## config.mk

```make
export PLATFORM = sky130hd
export DESIGN_NAME = stream_mux_top
export DESIGN_NICKNAME = d
export VERILOG_FILES = /design/src/stream_mux_pkg.sv /design/src/stream_fifo.sv /design/src/stream_arbiter.sv /design/src/char_serializer.sv /design/src/stream_mux_top.sv
export VERILOG_INCLUDE_DIRS = /design/src
export SDC_FILE = /design/constraint.sdc
export NUM_CORES = 2
export LEC_CHECK = 0
export BUFFER_PORTS_ARGS = -buffer_cell sky130_fd_sc_hd__buf_2
export CAP_MARGIN = 20
export CORE_MARGIN = 2
export CORE_UTILIZATION = 62
export DETAILED_ROUTE_END_ITERATION = 12
export PLACE_DENSITY_LB_ADDON = 0.05
export RECOVER_POWER = 50
export SKIP_LAST_GASP = 1
export SLEW_MARGIN = 20
export SYNTH_ARGS = -nofsm -noshare
export SYNTH_HDL_FRONTEND = slang
export SYNTH_SLANG_ARGS = --single-unit
```

## constraint.sdc

```tcl
create_clock -name clock -period 4.8 [get_ports clock]
set_input_delay 0.48 -clock clock [delete_from_list [all_inputs] [get_ports clock]]
set_output_delay 0.48 -clock clock [all_outputs]
set_load 0.01 [all_outputs]
```

## src/stream_mux_params.svh

```systemverilog
/* stream mux parameters
   stream count, FIFO depth, packet and burst sizes for the data logger mux. */
`ifndef STREAM_MUX_PARAMS_SVH
`define STREAM_MUX_PARAMS_SVH

// number of input streams.
`define STREAM_MUX_STREAMS 8
// words held by each stream FIFO.
`define STREAM_MUX_FIFO_DEPTH 32
// words in one packet, the smallest unit of a grant.
`define STREAM_MUX_PACKET_WORDS 4
// most words sent in one grant, two packets.
`define STREAM_MUX_BURST_WORDS 8

// stream select width.
`define STREAM_MUX_SEL_W ($clog2(`STREAM_MUX_STREAMS))
// fill count width, one extra bit so a full FIFO fits.
`define STREAM_MUX_COUNT_W ($clog2(`STREAM_MUX_FIFO_DEPTH) + 1)

`endif

```

## src/stream_mux_pkg.sv

```systemverilog
/* stream mux package
   sample word views and arbiter state encoding. */
`default_nettype none

package stream_mux_pkg;

	// one 16-bit word, read either as a sample or as two characters.
	typedef union packed
	{
		logic [15:0] sample;
		struct packed
		{
			logic [7:0] hi;
			logic [7:0] lo;
		} chars;
	} sample_word_u;

	// arbiter FSM states.
	typedef enum logic [2:0]
	{
		ARB_IDLE  = 3'd0,
		ARB_LOAD  = 3'd1,
		ARB_FIND  = 3'd2,
		ARB_RUN   = 3'd3,
		ARB_CHECK = 3'd4
	} arb_state_e;

endpackage

`default_nettype wire

```

## src/stream_fifo.sv

```systemverilog
/* stream FIFO
   circular sample buffer with push handshake, pop strobe and fill count. */
`timescale 1ns/1ps
`default_nettype none
`include "stream_mux_params.svh"

module stream_fifo
	import stream_mux_pkg::*;
(
	input  wire                            clock,
	input  wire                            resetn,
	input  wire                            i_push_valid,
	output logic                           o_push_ready,
	input  wire sample_word_u              i_push_word,
	input  wire                            i_pop,
	output sample_word_u                   o_head_word,
	output logic [`STREAM_MUX_COUNT_W-1:0] o_count
);

	localparam int PTR_W = $clog2(`STREAM_MUX_FIFO_DEPTH);
	localparam logic [`STREAM_MUX_COUNT_W-1:0] FULL_COUNT = `STREAM_MUX_FIFO_DEPTH;

	sample_word_u mem [`STREAM_MUX_FIFO_DEPTH];
	logic [PTR_W-1:0] wr_ptr;
	logic [PTR_W-1:0] rd_ptr;
	logic do_push;
	logic do_pop;

	// ready drops only while this FIFO is full.
	assign o_push_ready = (o_count != FULL_COUNT);
	assign do_push = i_push_valid && o_push_ready;
	// a pop on an empty FIFO is ignored.
	assign do_pop = i_pop && (o_count != '0);

	assign o_head_word = mem[rd_ptr];

	// sample storage.
	always_ff @(posedge clock)
	begin
		if (do_push)
			mem[wr_ptr] <= i_push_word;
	end

	// pointers wrap on their own since the depth is a power of two.
	always_ff @(posedge clock or negedge resetn)
	begin
		if (!resetn)
		begin
			wr_ptr <= '0;
			rd_ptr <= '0;
			o_count <= '0;
		end
		else
		begin
			if (do_push)
				wr_ptr <= wr_ptr + 1'b1;
			if (do_pop)
				rd_ptr <= rd_ptr + 1'b1;

			case ({do_push, do_pop})
				2'b10:
					o_count <= o_count + 1'b1;
				2'b01:
					o_count <= o_count - 1'b1;
				default:
					o_count <= o_count;
			endcase
		end
	end

endmodule

`default_nettype wire

```

## src/stream_arbiter.sv

```systemverilog
/* stream arbiter
   round-robin packet arbiter with a per-grant word limit. */
`timescale 1ns/1ps
`default_nettype none
`include "stream_mux_params.svh"

module stream_arbiter
	import stream_mux_pkg::*;
(
	input  wire                            clock,
	input  wire                            resetn,
	input  wire                            i_sending,
	input  wire [`STREAM_MUX_STREAMS-1:0]  i_stream_enable,
	input  wire [`STREAM_MUX_COUNT_W-1:0]  i_fifo_count [`STREAM_MUX_STREAMS],
	input  wire                            i_word_done,
	output logic                           o_grant_valid,
	output logic [`STREAM_MUX_SEL_W-1:0]   o_grant_stream
);

	localparam int PKT_W = $clog2(`STREAM_MUX_PACKET_WORDS);
	localparam int BURST_W = $clog2(`STREAM_MUX_BURST_WORDS + 1);
	localparam logic [PKT_W-1:0] PKT_LAST = PKT_W'(`STREAM_MUX_PACKET_WORDS - 1);
	localparam logic [BURST_W-1:0] BURST_LIMIT = BURST_W'(`STREAM_MUX_BURST_WORDS);
	localparam logic [`STREAM_MUX_COUNT_W-1:0] PKT_WORDS = `STREAM_MUX_PACKET_WORDS;

	arb_state_e state;
	arb_state_e state_next;

	// bit 0 of the rotating mask always belongs to the stream at index.
	logic [`STREAM_MUX_STREAMS-1:0] rot_mask;
	logic [`STREAM_MUX_SEL_W-1:0] index;
	logic [PKT_W-1:0] pkt_cnt;
	logic [BURST_W-1:0] burst_cnt;

	logic has_packet;
	logic packet_end;
	logic advance;

	// ~~~~~~~~~~~~~~~~~~~~~~~~~~~~~~~~~~~~~~~~~~~~~~~~~~~~~~~~~~~~~~~~~~~~~~~~~~
	// eligibility and packet tracking
	// ~~~~~~~~~~~~~~~~~~~~~~~~~~~~~~~~~~~~~~~~~~~~~~~~~~~~~~~~~~~~~~~~~~~~~~~~~~

	// partial packets stay in the FIFO until complete.
	assign has_packet = (i_fifo_count[index] >= PKT_WORDS);

	// last word of the current packet has left the serializer.
	assign packet_end = (state == ARB_RUN) && i_word_done && (pkt_cnt == PKT_LAST);

	assign o_grant_valid = (state == ARB_RUN);
	assign o_grant_stream = index;

	// ~~~~~~~~~~~~~~~~~~~~~~~~~~~~~~~~~~~~~~~~~~~~~~~~~~~~~~~~~~~~~~~~~~~~~~~~~~
	// FSM
	// ~~~~~~~~~~~~~~~~~~~~~~~~~~~~~~~~~~~~~~~~~~~~~~~~~~~~~~~~~~~~~~~~~~~~~~~~~~

	always_comb
	begin
		state_next = state;
		advance = 1'b0;

		case (state)
			ARB_IDLE:
			begin
				if (i_sending)
					state_next = ARB_LOAD;
			end
			ARB_LOAD:
			begin
				state_next = ARB_FIND;
			end
			ARB_FIND:
			begin
				// one stream examined per cycle.
				if (!i_sending)
					state_next = ARB_IDLE;
				else if (rot_mask[0] && has_packet)
					state_next = ARB_RUN;
				else
					advance = 1'b1;
			end
			ARB_RUN:
			begin
				// a packet is never cut short, even when sending stops.
				if (packet_end)
					state_next = ARB_CHECK;
			end
			ARB_CHECK:
			begin
				if (!i_sending)
					state_next = ARB_IDLE;
				else if (has_packet && (burst_cnt < BURST_LIMIT))
					state_next = ARB_RUN;
				else
				begin
					advance = 1'b1;
					state_next = ARB_FIND;
				end
			end
			default:
			begin
				state_next = ARB_IDLE;
			end
		endcase
	end

	always_ff @(posedge clock or negedge resetn)
	begin
		if (!resetn)
			state <= ARB_IDLE;
		else
			state <= state_next;
	end

	// mask and index move together so the pair stays aligned.
	always_ff @(posedge clock or negedge resetn)
	begin
		if (!resetn)
		begin
			rot_mask <= '0;
			index <= '0;
		end
		else if (state == ARB_IDLE)
		begin
			// every new sending period starts its search at stream 0.
			index <= '0;
		end
		else if (state == ARB_LOAD)
		begin
			rot_mask <= i_stream_enable;
		end
		else if (advance)
		begin
			rot_mask <= {rot_mask[0], rot_mask[`STREAM_MUX_STREAMS-1:1]};
			index <= index + 1'b1;
		end
	end

	// word counters for the current packet and the current grant.
	always_ff @(posedge clock or negedge resetn)
	begin
		if (!resetn)
		begin
			pkt_cnt <= '0;
			burst_cnt <= '0;
		end
		else if (state == ARB_FIND)
		begin
			pkt_cnt <= '0;
			burst_cnt <= '0;
		end
		else if ((state == ARB_RUN) && i_word_done)
		begin
			pkt_cnt <= packet_end ? '0 : pkt_cnt + 1'b1;
			burst_cnt <= burst_cnt + 1'b1;
		end
	end

endmodule

`default_nettype wire

```

## src/char_serializer.sv

```systemverilog
/* character serializer
   pops granted samples and sends each as a high then a low character. */
`timescale 1ns/1ps
`default_nettype none
`include "stream_mux_params.svh"

module char_serializer
	import stream_mux_pkg::*;
(
	input  wire                           clock,
	input  wire                           resetn,
	input  wire                           i_grant_valid,
	input  wire [`STREAM_MUX_SEL_W-1:0]   i_grant_stream,
	input  wire sample_word_u             i_head_word [`STREAM_MUX_STREAMS],
	output logic [`STREAM_MUX_STREAMS-1:0] o_pop,
	output logic                          o_char_valid,
	input  wire                           i_char_ready,
	output logic [7:0]                    o_char,
	output logic [`STREAM_MUX_SEL_W-1:0]  o_char_stream,
	output logic                          o_word_done
);

	sample_word_u word_q;
	logic full;
	logic low_phase;
	logic load;
	logic accept;

	// a new word is taken only once the holding register is empty.
	assign load = i_grant_valid && !full;
	assign accept = full && i_char_ready;
	assign o_word_done = accept && low_phase;

	assign o_char_valid = full;
	assign o_char = low_phase ? word_q.chars.lo : word_q.chars.hi;

	// one-hot pop to the granted FIFO.
	always_comb
	begin
		o_pop = '0;
		if (load)
			o_pop[i_grant_stream] = 1'b1;
	end

	always_ff @(posedge clock or negedge resetn)
	begin
		if (!resetn)
		begin
			full <= 1'b0;
			low_phase <= 1'b0;
		end
		else if (load)
		begin
			full <= 1'b1;
			low_phase <= 1'b0;
		end
		else if (accept)
		begin
			// high character gone, low one next, then empty.
			full <= !low_phase;
			low_phase <= 1'b1;
		end
	end

	// word and its stream tag are captured together.
	always_ff @(posedge clock)
	begin
		if (load)
		begin
			word_q <= i_head_word[i_grant_stream];
			o_char_stream <= i_grant_stream;
		end
	end

endmodule

`default_nettype wire

```

## src/stream_mux_top.sv

```systemverilog
/* stream mux top level
   eight sample FIFOs, the packet arbiter and the character serializer. */
`timescale 1ns/1ps
`default_nettype none
`include "stream_mux_params.svh"

module stream_mux_top
	import stream_mux_pkg::*;
(
	input  wire                           clock,
	input  wire                           resetn,

	input  wire                           i_push_valid,
	input  wire [`STREAM_MUX_SEL_W-1:0]   i_push_stream,
	input  wire [15:0]                    i_push_word,
	output logic                          o_push_ready,

	input  wire [`STREAM_MUX_STREAMS-1:0] i_stream_enable,
	input  wire                           i_sending,

	output logic                          o_char_valid,
	input  wire                           i_char_ready,
	output logic [7:0]                    o_char,
	output logic [`STREAM_MUX_SEL_W-1:0]  o_char_stream
);

	sample_word_u push_word;

	wire [`STREAM_MUX_STREAMS-1:0] fifo_ready;
	wire [`STREAM_MUX_STREAMS-1:0] pop;
	wire [`STREAM_MUX_COUNT_W-1:0] fifo_count [`STREAM_MUX_STREAMS];
	wire sample_word_u head_word [`STREAM_MUX_STREAMS];

	wire grant_valid;
	wire [`STREAM_MUX_SEL_W-1:0] grant_stream;
	wire word_done;

	assign push_word.sample = i_push_word;

	// ready follows the FIFO that the pusher addresses.
	assign o_push_ready = fifo_ready[i_push_stream];

	// ~~~~~~~~~~~~~~~~~~~~~~~~~~~~~~~~~~~~~~~~~~~~~~~~~~~~~~~~~~~~~~~~~~~~~~~~~~
	// per-stream FIFOs
	// ~~~~~~~~~~~~~~~~~~~~~~~~~~~~~~~~~~~~~~~~~~~~~~~~~~~~~~~~~~~~~~~~~~~~~~~~~~

	for (genvar g = 0; g < `STREAM_MUX_STREAMS; g++)
	begin : gen_fifo
		stream_fifo u_fifo
		(
			.clock        (clock),
			.resetn       (resetn),
			.i_push_valid (i_push_valid && (i_push_stream == g)),
			.o_push_ready (fifo_ready[g]),
			.i_push_word  (push_word),
			.i_pop        (pop[g]),
			.o_head_word  (head_word[g]),
			.o_count      (fifo_count[g])
		);
	end

	stream_arbiter u_arbiter
	(
		.clock           (clock),
		.resetn          (resetn),
		.i_sending       (i_sending),
		.i_stream_enable (i_stream_enable),
		.i_fifo_count    (fifo_count),
		.i_word_done     (word_done),
		.o_grant_valid   (grant_valid),
		.o_grant_stream  (grant_stream)
	);

	char_serializer u_serializer
	(
		.clock          (clock),
		.resetn         (resetn),
		.i_grant_valid  (grant_valid),
		.i_grant_stream (grant_stream),
		.i_head_word    (head_word),
		.o_pop          (pop),
		.o_char_valid   (o_char_valid),
		.i_char_ready   (i_char_ready),
		.o_char         (o_char),
		.o_char_stream  (o_char_stream),
		.o_word_done    (word_done)
	);

endmodule

`default_nettype wire

```

==> metrics.cfg <==
[run_status]
outcome = complete, but fails checks
violations = max-capacitance violations, max-slew violations

[sta]
rsz0062_at_grt = false
min_period_ns = 4.46
tightest_slew_ns = 5.09
fin_hold_ws_ns = 0.158
clock_skew_ns = 0.0547
hold_viol = 0
clock.fmax_mhz = 224
relSlewSlack_pct = -240
fin_crit_sh_pct = 93.0
timing.setup.tns_ns = 0
setup_viol = 0
fin_ws_ns = 0.336
timing.final.max_slew_violations = 2225

[final_layout]
drive_gt1_share_pct = 23.6
num-fill-cells = 16300
nNetsFinal = 8604
area_growth_pct = 11.6

[drt]
drt_first_iter_violations = 11600
routed_wl_mm = 413
drc = 0
via_count = 83500
wl_per_cell_um = 33.3
ant_nets = 0
via_per_inst = 6.73
first_pass_iters = 6

[place]
hpwl_mm = 250
post-place-ws_ns = 0.343
gp_congestion = 0.876
port-buffer-count = 44

[logic_synthesis]
synth-xor-area-share_pct = 0.581
yosys-mux-area-fraction_pct = 15.8
synth_top_family_by_area = multiplexers
synth-compound-area-share_pct = 2.75
ys_types = 78
synth_seq_cells = 4265
ys_async_sr_fraction_pct = 3.52
yosysWarnings = 0
syn-num-nets = 8064
synthSimpleGateAreaFrac_pct = 2.38
syn_area_mm2 = 0.167
ys.flop_type = edfxtp_1
synth_edf_count = 4115
synthesis.instances = 7941
synth_fa_ha_area_share_pct = 0.716
ys_seq_area_share_pct = 76.1
avgSynthCellArea_um2 = 21.1

[floorplan]
io_pins = 45
dieWidth_um = 524
coreArea_mm2 = 0.268
start_util_pct = 62.4
fp.dieArea_mm2 = 0.274
rows = 190
fp.dieH_um = 524

[grt]
grt_pass1_vias = 82000
grt_max_degree = 161
overflow = 0
grt_pass1_wl_mm = 593
grt_usage_pct = 30.4
antenna_found_initial = 16

[pwr]
total_power_w = 0.0871
ir_worst_vdd_v = 0.000508
powerDensity_mw_per_mm2 = 466
p_leak_nw = 58.7

[clock_tree]
cts_root_buffer = clkbuf_16
clk_latency_ns = 0.96
clock_sinks = 4265
postCtsResizedCells = 0
clkTransAtPathRegs_ns = 0.06
cts_tree = yes
post_cts_buffers = 0
cts_buffers = 416
clk_path_buf_depth = 4
ctsHtreeMaxLevel = 5

[critical_path]
ff2ff_path_depth = 10
r2r_end = u_serializer.word_q[1]$_DFFE_PN_
cp_max_fo = 15
r2r_slack_ns = 0.34
rr_startpoint = u_arbiter.o_grant_stream[0]$_DFFE_PN0P_
cp-start-kind = flip-flop
crit_start = u_arbiter.o_grant_stream[0]$_DFFE_PN0P_
worst_setup_path_end_kind = flip-flop
path_class = flip-flop to flip-flop
worstPathArrival_ns = 5.25
crit_end = u_serializer.word_q[1]$_DFFE_PN_
cp_data_required_time_ns = 5.58

[job]
drv_cap = 26

[hold_path]
hold_class = input port to asynchronous set/reset pin

==> cells in the mapped netlist (all sizes together) (13+ instances only) <==
cell	count	area [µm²]
nand2	179	672
clkbuf	175	857
or3b	21	184
a21o	14	105
dfrtp	150	3750
xor2	33	289
o211ai	15	113
nor3	27	140
xnor2	78	683
o21ai	110	551
o221ai	48	420
buf	247	1690
nor4	20	131
nand3b	30	225
nand4	20	125
ha	83	1040
a22o	13	114
nor2	386	1450
nor2b	20	125
mux2i	488	4880
nand3	51	255
or2	13	81.3
inv	62	233
edfxtp	4115	124000
mux4	933	21200
a221oi	81	734
a21oi	149	746
and2	20	125
mux2	38	428
a22oi	40	300
a211oi	24	195
nand2b	21	131
o22ai	109	682
or3	16	100
==> worst max-delay path, stage by stage (launching register included) <==
cell,delay (ns)
dfrtp_1,0.66
buf_4,0.30
nand2b_1,0.11
nor2_1,0.76
nand3b_1,0.87
o22ai_1,0.75
a2111oi_0,0.19
buf_4,0.25
and4_1,0.20
buf_12,0.14
nand3_1,0.07
==> flip-flops by register name, summed over array words and instances, names as in the netlist <==
register / flops
u_arbiter.state: 3
gen_fifo.u_fifo.mem: 4096
gen_fifo.u_fifo.wr_ptr: 40
gen_fifo.u_fifo.o_count: 48
gen_fifo.u_fifo.rd_ptr: 40
u_serializer.word_q: 16
u_serializer.o_char_stream: 3
u_arbiter.o_grant_stream: 3
u_serializer.o_char_valid: 1
u_arbiter.pkt_cnt: 2
u_serializer.low_phase: 1
u_arbiter.burst_cnt: 4
u_arbiter.rot_mask: 8
==> metal layers <==
metal	track usage (%)	routed length, µm	vias to the layer above
met1	45.7	164000	44400
li1	-	-	34100
met2	47.0	197000	4307
met3	5.16	38900	650
met5	0	58	-
met4	8.55	13700	8
==> worst min path at each step <==
stage	endpoint	from	slack, ns	depth (start not counted)
after global placement	gen_fifo[7].u_fifo.o_count[2]$_DFFE_PN0P_	gen_fifo[7].u_fifo.o_count[2]$_DFFE_PN0P_	0.49	2
after detailed placement	gen_fifo[5].u_fifo.o_count[0]$_DFFE_PN0P_	gen_fifo[5].u_fifo.o_count[0]$_DFFE_PN0P_	0.49	1
after CTS	gen_fifo[0].u_fifo.mem[2][2]$_DFFE_PP_	i_push_word[2]	0.002	1
after floorplan	gen_fifo[0].u_fifo.o_count[0]$_DFFE_PN0P_	resetn	0.18	0
final	gen_fifo[7].u_fifo.rd_ptr[0]$_DFFE_PN0P_	resetn	0.16	2
after global routing	gen_fifo[7].u_fifo.rd_ptr[0]$_DFFE_PN0P_	resetn	0.15	2
==> through the flow <==
| step | std cells | instance area (µm²) | utilization (%) |
|---|---|---|---|
| global placement | 11600 | 174000 | 64.8 |
| floorplan | 7941 | 167000 | - |
| global route | 12400 | 187000 | 69.7 |
| CTS | 12400 | 187000 | 69.8 |
| detailed placement | 11600 | 174000 | 64.8 |
| finish | 12400 | 187000 | 69.7 |
==> placed cells by master (no fill, tap or decap), drive strengths merged, types with 11 or more instances in the layout <==
master,synthesis,routed
a211oi,24,24
a21o,14,14
a21oi,149,149
a221oi,81,81
a22o,13,13
a22oi,40,40
and2,20,20
buf,247,488
bufinv,0,31
clkbuf,175,561
clkinv,0,186
dfrtp,150,150
diode,0,11
dlygate4sd3,0,19
edfxtp,4115,4115
ha,83,83
inv,62,75
mux2,38,38
mux2i,488,488
mux4,933,933
nand2,179,179
nand2b,21,21
nand3,51,51
nand3b,30,30
nand4,20,20
nor2,386,386
nor2b,20,20
nor3,27,27
nor4,20,20
o211ai,15,15
o21ai,110,110
o221ai,48,48
o22ai,109,109
or2,13,13
or3,16,16
or3b,21,21
xnor2,78,78
xor2,33,33
==> power by group <==
part,internal (W),total (W),switching (W)
registers,0.0416,0.0429,0.00132
logic,0.00557,0.0126,0.00702
clock network,0.0179,0.0316,0.0137
==> layout make-up <==
class,instances,area (µm²),share of cell area (%)
clock buffer,528,11000,5.89
multi-input combinational,3192,37300,20.0
clock inverter,240,2120,1.13
antenna,11,27.5,0.0147
timing repair buffer,544,4320,2.31
sequential,4265,127000,68.2
inverter,62,233,0.125
tap,3552,4440,2.38
==> kinds of logic after synthesis <==
group / Yosys count
muxes: 1459
adders and majority gates: 91
buffers and inverters: 484
AOI/OAI and AO/OA: 678
and+or+nand+nor: 853
DFF: 4265
xor gates and xnor gates: 111
==> what timing repair did <==
| item | CTS | global route |
|---|---|---|
| hold endpoints to repair | 229 | 42 |
| setup endpoints to repair | 0 | 0 |
| hold buffers | 18 | 1 |
Power figures use the tool's default switching activity.
